===== src/radio_ctrl_cfg.svh =====
/*
 * Build-time sizes for the radio control subsystem.
 * Buffer depths need not be powers of two, but NUM_USER_REGS must be one.
 * The user registers must fit in the 8-bit setting address space above the user base.
 */
`ifndef RADIO_CTRL_CFG_SVH
`define RADIO_CTRL_CFG_SVH

// Command and response buffer depths in beats
`define CTRL_FIFO_DEPTH 8
`define RESP_FIFO_DEPTH 8

// Number of user setting registers from the user base address on
`define NUM_USER_REGS 16

// Clock cycles allowed per test before a run is abandoned
`define WATCHDOG_CYCLES_PER_TEST 2000

`endif


===== src/vita_pkt_pkg.sv =====
/*
 * Compressed VITA extension-context packet format on the command and
 * response streams. Only the header fields that the processor decodes
 * have types of their own.
 */
package vita_pkt_pkg;

   // One stream beat with the end-of-packet flag above the data word
   typedef struct packed {
      logic        last;
      logic [63:0] data;
   } beat_t;

   typedef logic [11:0] seqnum_t;
   typedef logic [31:0] sid_t;
   typedef logic [1:0]  pkt_class_t;

   // Extension-context packets are the only class that carries a command
   localparam pkt_class_t class_ext_ctx_c = 2'b10;

   // Response header type nibble and response length in 32-bit words
   localparam logic [3:0]  resp_type_c = 4'hC;
   localparam logic [15:0] resp_len_c  = 16'd6;

   // Command parsing states first, then the three response beats
   typedef enum logic [2:0] {
      rc_head,
      rc_time,
      rc_data,
      rc_dump,
      rc_resp_head,
      rc_resp_time,
      rc_resp_data
   } rc_state_t;

endpackage


===== src/radio_regs_pkg.sv =====
/*
 * Setting bus address map and word types.
 * The bus is write-only with no acknowledgment; one strobe is one write.
 */
package radio_regs_pkg;

   typedef logic [7:0]  set_addr_t;
   typedef logic [31:0] set_data_t;
   typedef logic [63:0] readback_t;

   // Upper VITA time word, held until the lower word arrives
   localparam set_addr_t addr_time_hi = 8'd0;

   // Lower VITA time word; writing it loads the whole time
   localparam set_addr_t addr_time_lo = 8'd1;

   // Selects the user register shown in the upper readback half
   localparam set_addr_t addr_rb_sel = 8'd2;

   // First user setting register
   localparam set_addr_t addr_user_base = 8'd16;

endpackage


===== src/axis_fifo.sv =====
/*
 * Stream buffer with a registered output stage in front of DEPTH entries.
 * An accepted beat shows at the output one cycle later at the earliest.
 * in_tready drops only while all DEPTH entries are in use.
 */
`timescale 1ns/100ps

module axis_fifo #(
   parameter int DEPTH = 8
) (
   input  logic        clk,
   input  logic        reset,
   input  logic [63:0] in_tdata,
   input  logic        in_tlast,
   input  logic        in_tvalid,
   output logic        in_tready,
   output logic [63:0] out_tdata,
   output logic        out_tlast,
   output logic        out_tvalid,
   input  logic        out_tready
);

   localparam int PTR_W = (DEPTH > 1) ? $clog2(DEPTH) : 1;
   localparam int CNT_W = $clog2(DEPTH + 1);

   vita_pkt_pkg::beat_t mem [DEPTH];
   vita_pkt_pkg::beat_t in_beat;
   vita_pkt_pkg::beat_t out_beat;
   logic [PTR_W-1:0]    wr_ptr;
   logic [PTR_W-1:0]    rd_ptr;
   logic [CNT_W-1:0]    count;
   logic                wr_en;
   logic                out_free;
   logic                mem_rd;
   logic                mem_wr;
   logic                bypass;

   function automatic logic [PTR_W-1:0] next_ptr(input logic [PTR_W-1:0] ptr);
      if (ptr == PTR_W'(DEPTH - 1))
      begin
         return '0;
      end
      return ptr + 1'b1;
   endfunction

   assign in_beat   = '{last: in_tlast, data: in_tdata};
   assign in_tready = (count != CNT_W'(DEPTH));
   assign wr_en     = in_tvalid && in_tready;

   // The output register takes a new beat when empty or when its beat leaves
   assign out_free = !out_tvalid || out_tready;
   assign mem_rd   = out_free && (count != '0);

   // With nothing stored, an incoming beat goes straight to the output register
   assign bypass = out_free && (count == '0) && wr_en;
   assign mem_wr = wr_en && !bypass;

   always_ff @(posedge clk)
   begin
      if (mem_wr)
      begin
         mem[wr_ptr] <= in_beat;
      end
   end

   always_ff @(posedge clk)
   begin
      if (reset)
      begin
         wr_ptr     <= '0;
         rd_ptr     <= '0;
         count      <= '0;
         out_tvalid <= 1'b0;
      end
      else
      begin
         if (mem_wr)
         begin
            wr_ptr <= next_ptr(wr_ptr);
         end
         if (mem_rd)
         begin
            rd_ptr <= next_ptr(rd_ptr);
         end
         count <= count + CNT_W'(mem_wr) - CNT_W'(mem_rd);
         if (out_free)
         begin
            out_tvalid <= mem_rd || bypass;
         end
      end
   end

   always_ff @(posedge clk)
   begin
      if (mem_rd)
      begin
         out_beat <= mem[rd_ptr];
      end
      else if (bypass)
      begin
         out_beat <= in_beat;
      end
   end

   assign out_tdata = out_beat.data;
   assign out_tlast = out_beat.last;

   // Occupancy never passes the number of storage entries
   a_no_overflow: assert property (@(posedge clk) disable iff (reset)
      count <= CNT_W'(DEPTH));

   // A stalled output beat stays on offer unchanged
   a_out_stable: assert property (@(posedge clk) disable iff (reset)
      out_tvalid && !out_tready |=> out_tvalid && $stable(out_beat));

endmodule


===== src/radio_ctrl_proc.sv =====
/*
 * Parses one command packet at a time, holds a timed command until
 * vita_time reaches its timestamp, then writes the setting and answers
 * with a header, the send time and the readback word.
 * The response time beat follows vita_time while it waits for resp_tready.
 */
`timescale 1ns/100ps

module radio_ctrl_proc (
   input  logic                      clk,
   input  logic                      reset,
   input  logic [63:0]               ctrl_tdata,
   input  logic                      ctrl_tlast,
   input  logic                      ctrl_tvalid,
   output logic                      ctrl_tready,
   output logic [63:0]               resp_tdata,
   output logic                      resp_tlast,
   output logic                      resp_tvalid,
   input  logic                      resp_tready,
   input  logic [63:0]               vita_time,
   output logic                      set_stb,
   output radio_regs_pkg::set_addr_t set_addr,
   output radio_regs_pkg::set_data_t set_data,
   input  logic                      radio_ready,
   input  radio_regs_pkg::readback_t readback
);

   vita_pkt_pkg::rc_state_t  state;
   vita_pkt_pkg::seqnum_t    seqnum;
   vita_pkt_pkg::sid_t       sid;
   vita_pkt_pkg::pkt_class_t hdr_class;
   vita_pkt_pkg::beat_t      resp_beat;
   logic                     hdr_has_time;
   logic                     has_time;
   logic                     is_cmd;
   logic                     now;
   logic                     late;
   logic                     go;
   logic [63:0]              cmd_time;

   assign hdr_class    = ctrl_tdata[63:62];
   assign hdr_has_time = ctrl_tdata[61];
   assign is_cmd       = (hdr_class == vita_pkt_pkg::class_ext_ctx_c);

   // A time beat is due once local time has reached it or already passed it
   assign now  = (vita_time == ctrl_tdata);
   assign late = (vita_time > ctrl_tdata);
   assign go   = now || late;

   always_ff @(posedge clk)
   begin
      if (reset)
      begin
         state    <= vita_pkt_pkg::rc_head;
         has_time <= 1'b0;
      end
      else
      begin
         case (state)
            vita_pkt_pkg::rc_head:
               if (ctrl_tvalid)
               begin
                  has_time <= hdr_has_time;
                  // A command that ends at its header is answered without a write
                  if (is_cmd && ctrl_tlast)
                     state <= vita_pkt_pkg::rc_resp_head;
                  else if (is_cmd && hdr_has_time)
                     state <= vita_pkt_pkg::rc_time;
                  else if (is_cmd)
                     state <= vita_pkt_pkg::rc_data;
                  else if (!ctrl_tlast)
                     state <= vita_pkt_pkg::rc_dump;
               end
            vita_pkt_pkg::rc_time:
               if (ctrl_tvalid && go)
                  state <= ctrl_tlast ? vita_pkt_pkg::rc_resp_head : vita_pkt_pkg::rc_data;
            vita_pkt_pkg::rc_data:
               if (ctrl_tvalid && radio_ready)
                  state <= ctrl_tlast ? vita_pkt_pkg::rc_resp_head : vita_pkt_pkg::rc_dump;
            vita_pkt_pkg::rc_dump:
               if (ctrl_tvalid && ctrl_tlast)
                  state <= vita_pkt_pkg::rc_resp_head;
            vita_pkt_pkg::rc_resp_head:
               if (resp_tready)
                  state <= vita_pkt_pkg::rc_resp_time;
            vita_pkt_pkg::rc_resp_time:
               if (resp_tready)
                  state <= vita_pkt_pkg::rc_resp_data;
            vita_pkt_pkg::rc_resp_data:
               if (resp_tready)
                  state <= vita_pkt_pkg::rc_head;
            default:
               state <= vita_pkt_pkg::rc_head;
         endcase
      end
   end

   always_ff @(posedge clk)
   begin
      if (state == vita_pkt_pkg::rc_head && ctrl_tvalid)
      begin
         seqnum <= ctrl_tdata[59:48];
         sid    <= ctrl_tdata[31:0];
      end
      if (state == vita_pkt_pkg::rc_time && ctrl_tvalid && go)
      begin
         cmd_time <= ctrl_tdata;
      end
   end

   always_comb
   begin
      case (state)
         vita_pkt_pkg::rc_head: ctrl_tready = 1'b1;
         vita_pkt_pkg::rc_time: ctrl_tready = go;
         vita_pkt_pkg::rc_data: ctrl_tready = radio_ready;
         vita_pkt_pkg::rc_dump: ctrl_tready = 1'b1;
         default:               ctrl_tready = 1'b0;
      endcase
   end

   // The payload beat is the setting write itself
   assign set_stb  = (state == vita_pkt_pkg::rc_data) && radio_ready && ctrl_tvalid;
   assign set_addr = ctrl_tdata[39:32];
   assign set_data = ctrl_tdata[31:0];

   always_comb
   begin
      case (state)
         vita_pkt_pkg::rc_resp_head:
            resp_beat = '{last: 1'b0, data: {vita_pkt_pkg::resp_type_c, seqnum,
                          vita_pkt_pkg::resp_len_c, sid[15:0], sid[31:16]}};
         vita_pkt_pkg::rc_resp_time: resp_beat = '{last: 1'b0, data: vita_time};
         vita_pkt_pkg::rc_resp_data: resp_beat = '{last: 1'b1, data: readback};
         default:                    resp_beat = '0;
      endcase
   end

   assign resp_tdata  = resp_beat.data;
   assign resp_tlast  = resp_beat.last;
   assign resp_tvalid = state inside {vita_pkt_pkg::rc_resp_head, vita_pkt_pkg::rc_resp_time,
                                      vita_pkt_pkg::rc_resp_data};

   // A setting write retires its payload beat, so no beat is written twice
   a_stb_once: assert property (@(posedge clk) disable iff (reset)
      set_stb |-> ctrl_tready ##1 !set_stb);

   a_resp_hold: assert property (@(posedge clk) disable iff (reset)
      resp_tvalid && !resp_tready |=> resp_tvalid);

   // A timed command never reaches the setting bus before its timestamp
   a_not_early: assert property (@(posedge clk) disable iff (reset)
      set_stb && has_time |-> vita_time >= cmd_time);

endmodule


===== src/setting_reg_bank.sv =====
/*
 * User setting registers with a readback select and a strobe counter.
 * NUM_REGS must be a power of two so that every select value is mapped.
 * Every strobe counts, including writes to the time words and unmapped addresses.
 */
`timescale 1ns/100ps

module setting_reg_bank #(
   parameter int NUM_REGS = 16
) (
   input  logic                      clk,
   input  logic                      reset,
   input  logic                      set_stb,
   input  radio_regs_pkg::set_addr_t set_addr,
   input  radio_regs_pkg::set_data_t set_data,
   output radio_regs_pkg::readback_t readback
);

   localparam int IDX_W = (NUM_REGS > 1) ? $clog2(NUM_REGS) : 1;

   radio_regs_pkg::set_data_t user_regs [NUM_REGS];
   radio_regs_pkg::set_addr_t user_offset;
   logic [IDX_W-1:0]          rb_sel;
   logic [31:0]               strobe_count;
   logic                      user_hit;

   assign user_offset = set_addr - radio_regs_pkg::addr_user_base;
   assign user_hit    = (set_addr >= radio_regs_pkg::addr_user_base) &&
                        (int'(user_offset) < NUM_REGS);

   always_ff @(posedge clk)
   begin
      if (reset)
      begin
         for (int i = 0; i < NUM_REGS; i++)
         begin
            user_regs[i] <= '0;
         end
         rb_sel       <= '0;
         strobe_count <= '0;
      end
      else if (set_stb)
      begin
         strobe_count <= strobe_count + 32'd1;
         if (user_hit)
         begin
            user_regs[user_offset[IDX_W-1:0]] <= set_data;
         end
         if (set_addr == radio_regs_pkg::addr_rb_sel)
         begin
            rb_sel <= set_data[IDX_W-1:0];
         end
      end
   end

   // Straight from the registers, so a write shows from the next cycle on
   assign readback = {user_regs[rb_sel], strobe_count};

endmodule


===== src/radio_timekeeper.sv =====
/*
 * Free-running 64-bit VITA time, one tick per clock.
 * Loading takes two writes: the upper word is held until the lower word
 * arrives, and the full value appears after the edge of the lower write.
 */
`timescale 1ns/100ps

module radio_timekeeper (
   input  logic                      clk,
   input  logic                      reset,
   input  logic                      set_stb,
   input  radio_regs_pkg::set_addr_t set_addr,
   input  radio_regs_pkg::set_data_t set_data,
   output logic [63:0]               vita_time
);

   radio_regs_pkg::set_data_t time_hi;
   logic                      hi_write;
   logic                      time_load;

   assign hi_write  = set_stb && (set_addr == radio_regs_pkg::addr_time_hi);
   assign time_load = set_stb && (set_addr == radio_regs_pkg::addr_time_lo);

   always_ff @(posedge clk)
   begin
      if (reset)
      begin
         vita_time <= '0;
         time_hi   <= '0;
      end
      else
      begin
         if (hi_write)
         begin
            time_hi <= set_data;
         end
         if (time_load)
         begin
            vita_time <= {time_hi, set_data};
         end
         else
         begin
            vita_time <= vita_time + 64'd1;
         end
      end
   end

   // Time only jumps on a load; otherwise it moves forward by exactly one
   a_time_steps: assert property (@(posedge clk) disable iff (reset)
      !time_load |=> vita_time == $past(vita_time) + 64'd1);

endmodule


===== src/radio_ctrl_top.sv =====
/*
 * Radio control subsystem: command buffer, control processor, setting
 * registers, VITA timekeeper and response buffer on one clock.
 * radio_ready from the front end must rise for setting writes to proceed.
 */
`timescale 1ns/100ps
`include "radio_ctrl_cfg.svh"

module radio_ctrl_top (
   input  logic        clk,
   input  logic        reset,
   input  logic [63:0] ctrl_tdata,
   input  logic        ctrl_tlast,
   input  logic        ctrl_tvalid,
   output logic        ctrl_tready,
   output logic [63:0] resp_tdata,
   output logic        resp_tlast,
   output logic        resp_tvalid,
   input  logic        resp_tready,
   input  logic        radio_ready,
   output logic [63:0] vita_time
);

   // Buffered command stream into the processor and its response stream out
   wire vita_pkt_pkg::beat_t  cmd_beat;
   logic                      cmd_tvalid;
   logic                      cmd_tready;
   wire vita_pkt_pkg::beat_t  rsp_beat;
   logic                      rsp_tvalid;
   logic                      rsp_tready;

   logic                      set_stb;
   radio_regs_pkg::set_addr_t set_addr;
   radio_regs_pkg::set_data_t set_data;
   radio_regs_pkg::readback_t readback;

   axis_fifo #(.DEPTH(`CTRL_FIFO_DEPTH)) ctrl_fifo (
      .clk, .reset,
      .in_tdata(ctrl_tdata), .in_tlast(ctrl_tlast),
      .in_tvalid(ctrl_tvalid), .in_tready(ctrl_tready),
      .out_tdata(cmd_beat.data), .out_tlast(cmd_beat.last),
      .out_tvalid(cmd_tvalid), .out_tready(cmd_tready)
   );

   radio_ctrl_proc proc (
      .clk, .reset,
      .ctrl_tdata(cmd_beat.data), .ctrl_tlast(cmd_beat.last),
      .ctrl_tvalid(cmd_tvalid), .ctrl_tready(cmd_tready),
      .resp_tdata(rsp_beat.data), .resp_tlast(rsp_beat.last),
      .resp_tvalid(rsp_tvalid), .resp_tready(rsp_tready),
      .vita_time, .set_stb, .set_addr, .set_data,
      .radio_ready, .readback
   );

   setting_reg_bank #(.NUM_REGS(`NUM_USER_REGS)) regs (
      .clk, .reset, .set_stb, .set_addr, .set_data, .readback
   );

   radio_timekeeper timekeeper (
      .clk, .reset, .set_stb, .set_addr, .set_data, .vita_time
   );

   axis_fifo #(.DEPTH(`RESP_FIFO_DEPTH)) resp_fifo (
      .clk, .reset,
      .in_tdata(rsp_beat.data), .in_tlast(rsp_beat.last),
      .in_tvalid(rsp_tvalid), .in_tready(rsp_tready),
      .out_tdata(resp_tdata), .out_tlast(resp_tlast),
      .out_tvalid(resp_tvalid), .out_tready(resp_tready)
   );

endmodule


===== config.mk =====
export PLATFORM = sky130hd
export DESIGN_NAME = radio_ctrl_top
export DESIGN_NICKNAME = d
export VERILOG_FILES = /design/src/vita_pkt_pkg.sv /design/src/radio_regs_pkg.sv /design/src/axis_fifo.sv /design/src/radio_ctrl_proc.sv /design/src/setting_reg_bank.sv /design/src/radio_timekeeper.sv /design/src/radio_ctrl_top.sv
export VERILOG_INCLUDE_DIRS = /design/src
export SDC_FILE = /design/constraint.sdc
export NUM_CORES = 2
export LEC_CHECK = 0
export BUFFER_PORTS_ARGS = -buffer_cell sky130_fd_sc_hd__clkbuf_2
export CELL_PAD_IN_SITES_DETAIL_PLACEMENT = 1
export CELL_PAD_IN_SITES_GLOBAL_PLACEMENT = 2
export CORE_UTILIZATION = 42
export CTS_BUF_LIST = sky130_fd_sc_hd__clkbuf_16
export DETAILED_ROUTE_END_ITERATION = 10
export GPL_ROUTABILITY_DRIVEN = 0
export PLACE_DENSITY = 0.73
export SLEW_MARGIN = 20
export SYNTH_ARGS = -nofsm -noshare
export SYNTH_HDL_FRONTEND = slang
export SYNTH_HIERARCHICAL = 1
export SYNTH_SLANG_ARGS = --single-unit

===== constraint.sdc =====
create_clock -name clk -period 25.9 [get_ports clk]
set_input_delay 2.59 -clock clk [delete_from_list [all_inputs] [get_ports clk]]
set_output_delay 2.59 -clock clk [all_outputs]
set_load 0.02 [all_outputs]

==> impl_results.md <==
* Ys flop type: edfxtp_1
* Multi-input combinational cell area at around 24,000 um^2
* Vias per cell at 5.790
* Filler Cell Count at 18,450
* Initial antenna violation count at 20
* Final Critical Period at 6.056 ns
* Final Util at 47.47%
* Critical path's largest stage delay at 0.82 ns
* Worst-Margin Slew at 1.142 ns
* Critical Path End Type: flip-flop
* Vias in the first global route at 48,860
* Max_slew headroom at 23.69%
* Rows at 160
* Nets at approximately 5,700
* First-pass GRT wire length at 356,900 um
* Starting DRT DRC Count at 3,859
* Register bit count reported by yosys at roughly 1,900
* Fin. max-slew vios at 0
* TNS Setup at 0 ns
* Clock sink count at roughly 1,900
* Die ar. at 193,700 um^2
* Post-synthesis net count at 5,521
* Pwr dens at 96.86 nW/um^2
* Area of the mapped netlist at 80,600 um^2
* CP max stage cell: nor2_4
* Top post-synthesis cells by area: edfxtp_1 (64%), mux2i_1 (7.5%), mux4_2 (4.5%)
* Pwr Total at 8.753 mW
* First-pass DRT Iterations at 5
* Status: finished clean
* Initial Util at 42.33%
* Cell Chain, Critical Path: inv_1, ha_1, a211oi_2, o21ai_1, a21oi_1, nor3_1, o31a_1, or4_4, a21oi_1, a221oi_1, nor2b_1, o2111ai_1, nor2_4, buf_4
* Post-Route WL at 250,500 um
* Reg clk slew, reported paths at 0.06 ns
* Sequential share of the synthesized area at 68.46%
* Startpoint types: flip-flop
* Worst path most repeated cell: a21oi_1
* Max VDD drop at 0.1027 mV
* RSZ-0062 raised after global routing: false
* H-tree levels at 4
* Leakage Power at 31.64 nW
* Post-synth EDFFs at around 1,700
* Total grt overflow at 0
* Num CTS Buffers at 200
* Antenna Nets Post-Route at 0
* Crit path required time at 26.35 ns
* CTS Hold Bufs at 0
* Hold WC Path Type: flip-flop to flip-flop
* CTS-repair resized insts at 0
* Die width at 440.1 um
* Area share of the largest cell type after synthesis at 64.31%
* Largest net degree at the start of global routing at between 100 and 150
* Reg-to-reg slack, setup at 19.84 ns
* WL/cell at 30.61 um
* Post-synth cell types at 76
* Buffers on Ports at 200
* DR DRC count at 0
* Clk buf depth at 3
* Final Cycle Share at 23.38%
* Synth warn at 6
* # Post-CTS Setup Buffers at 0
* Max frequency at 0.1651 GHz
* Share of layout cells above drive strength 1 at approximately 15%
* Synthesized area per cell at 15.03 um^2
* Die H at about 440 um
* Critical Path Fanout Max at 44
* Final Hold Viols at 0
* Crit path buf inv count at 2
* Critical Path AT at 6.51 ns
* HPWL after DPL at 150,400 um
* CTS tree: built
* Clock Skews at 0.03802 ns
* Asr flop ratio synth at 0%
* # Max-Cap Violations at 0
* GRT Total Usage at 25.74%
* Crit path kind: flip-flop to flip-flop
* Yosys top cell by area: edfxtp_1
* Via count at 47,380
* Final setup viols at 0
* Layout area overhead at 12.12%
* Placeable core region at 190,400 um^2
* CTS root buffer: clkbuf_16
* Crit-path leading delay family: simple AND/OR/NAND/NOR gates
* FF/Latch Area at 55,200 um^2
* Cell count after synthesis at between 5,000 and 6,000
* Clock latency at the later pin of the worst-skew pair at 0.85 ns
* Ports at 201
## routing by layer
| layer | share of wire [%] | track usage (%) |
|---|---|---|
| met3 | 5.0 | 3.386 |
| met2 | 50 | 43.97 |
| met5 | 0.015 | 0 |
| met1 | 42 | 33.50 |
| met4 | 3.7 | 9.353 |
## Yosys cell counts (all sizes together) (6+ instances only)
library cell / n
or4: 26
inv: 97
clkbuf: 227
a22oi: 261
nor2b: 56
a22o: 16
a2111o: 6
and4: 15
a31oi: 12
a211oi: 21
nor3: 36
xnor2: 28
nor4: 18
and3: 19
or2: 19
nand2: 344
nor2: 168
mux4: 160
a21oi: 133
o31ai: 23
nand2b: 13
and2: 520
mux2i: 604
nand4: 54
nand3: 184
dfxtp: 167
a21o: 15
edfxtp: 1726
or3: 21
xor2: 24
or3b: 6
ha: 86
o21ai: 60
buf: 152
## cells by family after synthesis
kind of cell,count (synthesis),synth area share (%)
DFF,1893,68.46
and+or+nand+nor,1511,10.06
muxes,765,11.99
AOI/OAI and AO/OA,578,4.896
buffers and inverters,476,2.656
adders and majority gates,88,1.385
xor gates and xnor gates,52,0.5651
## area by class of cell
| class | count | share of cell area, % |
|---|---|---|
| multi-input combinational | 2994 | 26.07 |
| clock buffer | 203 | 5.621 |
| inverter | 97 | 0.4029 |
| tap | 2511 | 3.477 |
| antenna | 6 | 0.01661 |
| sequential | 1893 | 61.08 |
| timing repair buffer | 309 | 2.034 |
| clock inverter | 171 | 1.299 |
## placed cells by master, fill, tap and decap left out, drive strengths merged, types with 18 or more instances in the layout
cell	Yosys	final
o31ai	23	23
dfxtp	167	167
and3	19	19
mux2i	604	604
xnor2	28	28
clkbuf	227	402
mux4	160	160
ha	86	86
buf	152	110
nor3	36	36
or3	21	21
nor2	168	168
nand3	184	184
a21oi	133	133
xor2	24	24
o21ai	60	60
or4	26	26
inv	97	157
nand4	54	54
and2	520	520
or2	19	19
nand2	344	344
nor4	18	18
a211oi	21	21
clkinv	0	91
nor2b	56	56
edfxtp	1726	1726
a22oi	261	261
## per-stage QoR
step / instance area (um^2) / hold WS, ns / setup WS [ns] / cells
floorplan: 80600 / 0.4264 / 15.84 / 5363
global placement: 84090 / 0.4389 / 19.90 / 7804
detailed placement: 84090 / 0.4430 / 19.83 / 7804
CTS: 90350 / 0.4569 / 19.79 / 8178
global route: 90360 / 0.4702 / 19.49 / 8180
finish: 90370 / 0.4537 / 19.84 / 8184
## power breakdown
part,total [mW],switching [mW],internal (mW)
logic,2.03,1.44,0.595
clock network,2.74,1.21,1.53
registers,3.98,0.288,3.69
## registers in the layout, summed over array words and instances (netlist names), 3 cells and up, named ones only
name / cells
ctrl_fifo/mem: 520
resp_fifo/mem: 520
regs/user_regs: 512
ctrl_fifo/out_tdata: 64
resp_fifo/out_tdata: 64
timekeeper/vita_time: 64
proc/sid: 32
regs/strobe_count: 32
timekeeper/time_hi: 32
proc/seqnum: 12
ctrl_fifo/count: 4
regs/rb_sel: 4
resp_fifo/count: 4
ctrl_fifo/rd_ptr: 3
ctrl_fifo/wr_ptr: 3
proc/state: 3
resp_fifo/rd_ptr: 3
resp_fifo/wr_ptr: 3
## path summary, 6_finish.rpt
check | cells past startpoint | from | to
worst max-delay path | 14 | ctrl_fifo/out_tdata[2] | ctrl_fifo/mem[5][54]
worst min-delay path | 0 | ctrl_fifo/out_tdata[53] | proc/seqnum[5]
worst max register to register | 14 | ctrl_fifo/out_tdata[2] | ctrl_fifo/mem[5][54]
worst min register to register | 0 | ctrl_fifo/out_tdata[53] | proc/seqnum[5]
Power figures use the tool's default switching activity.
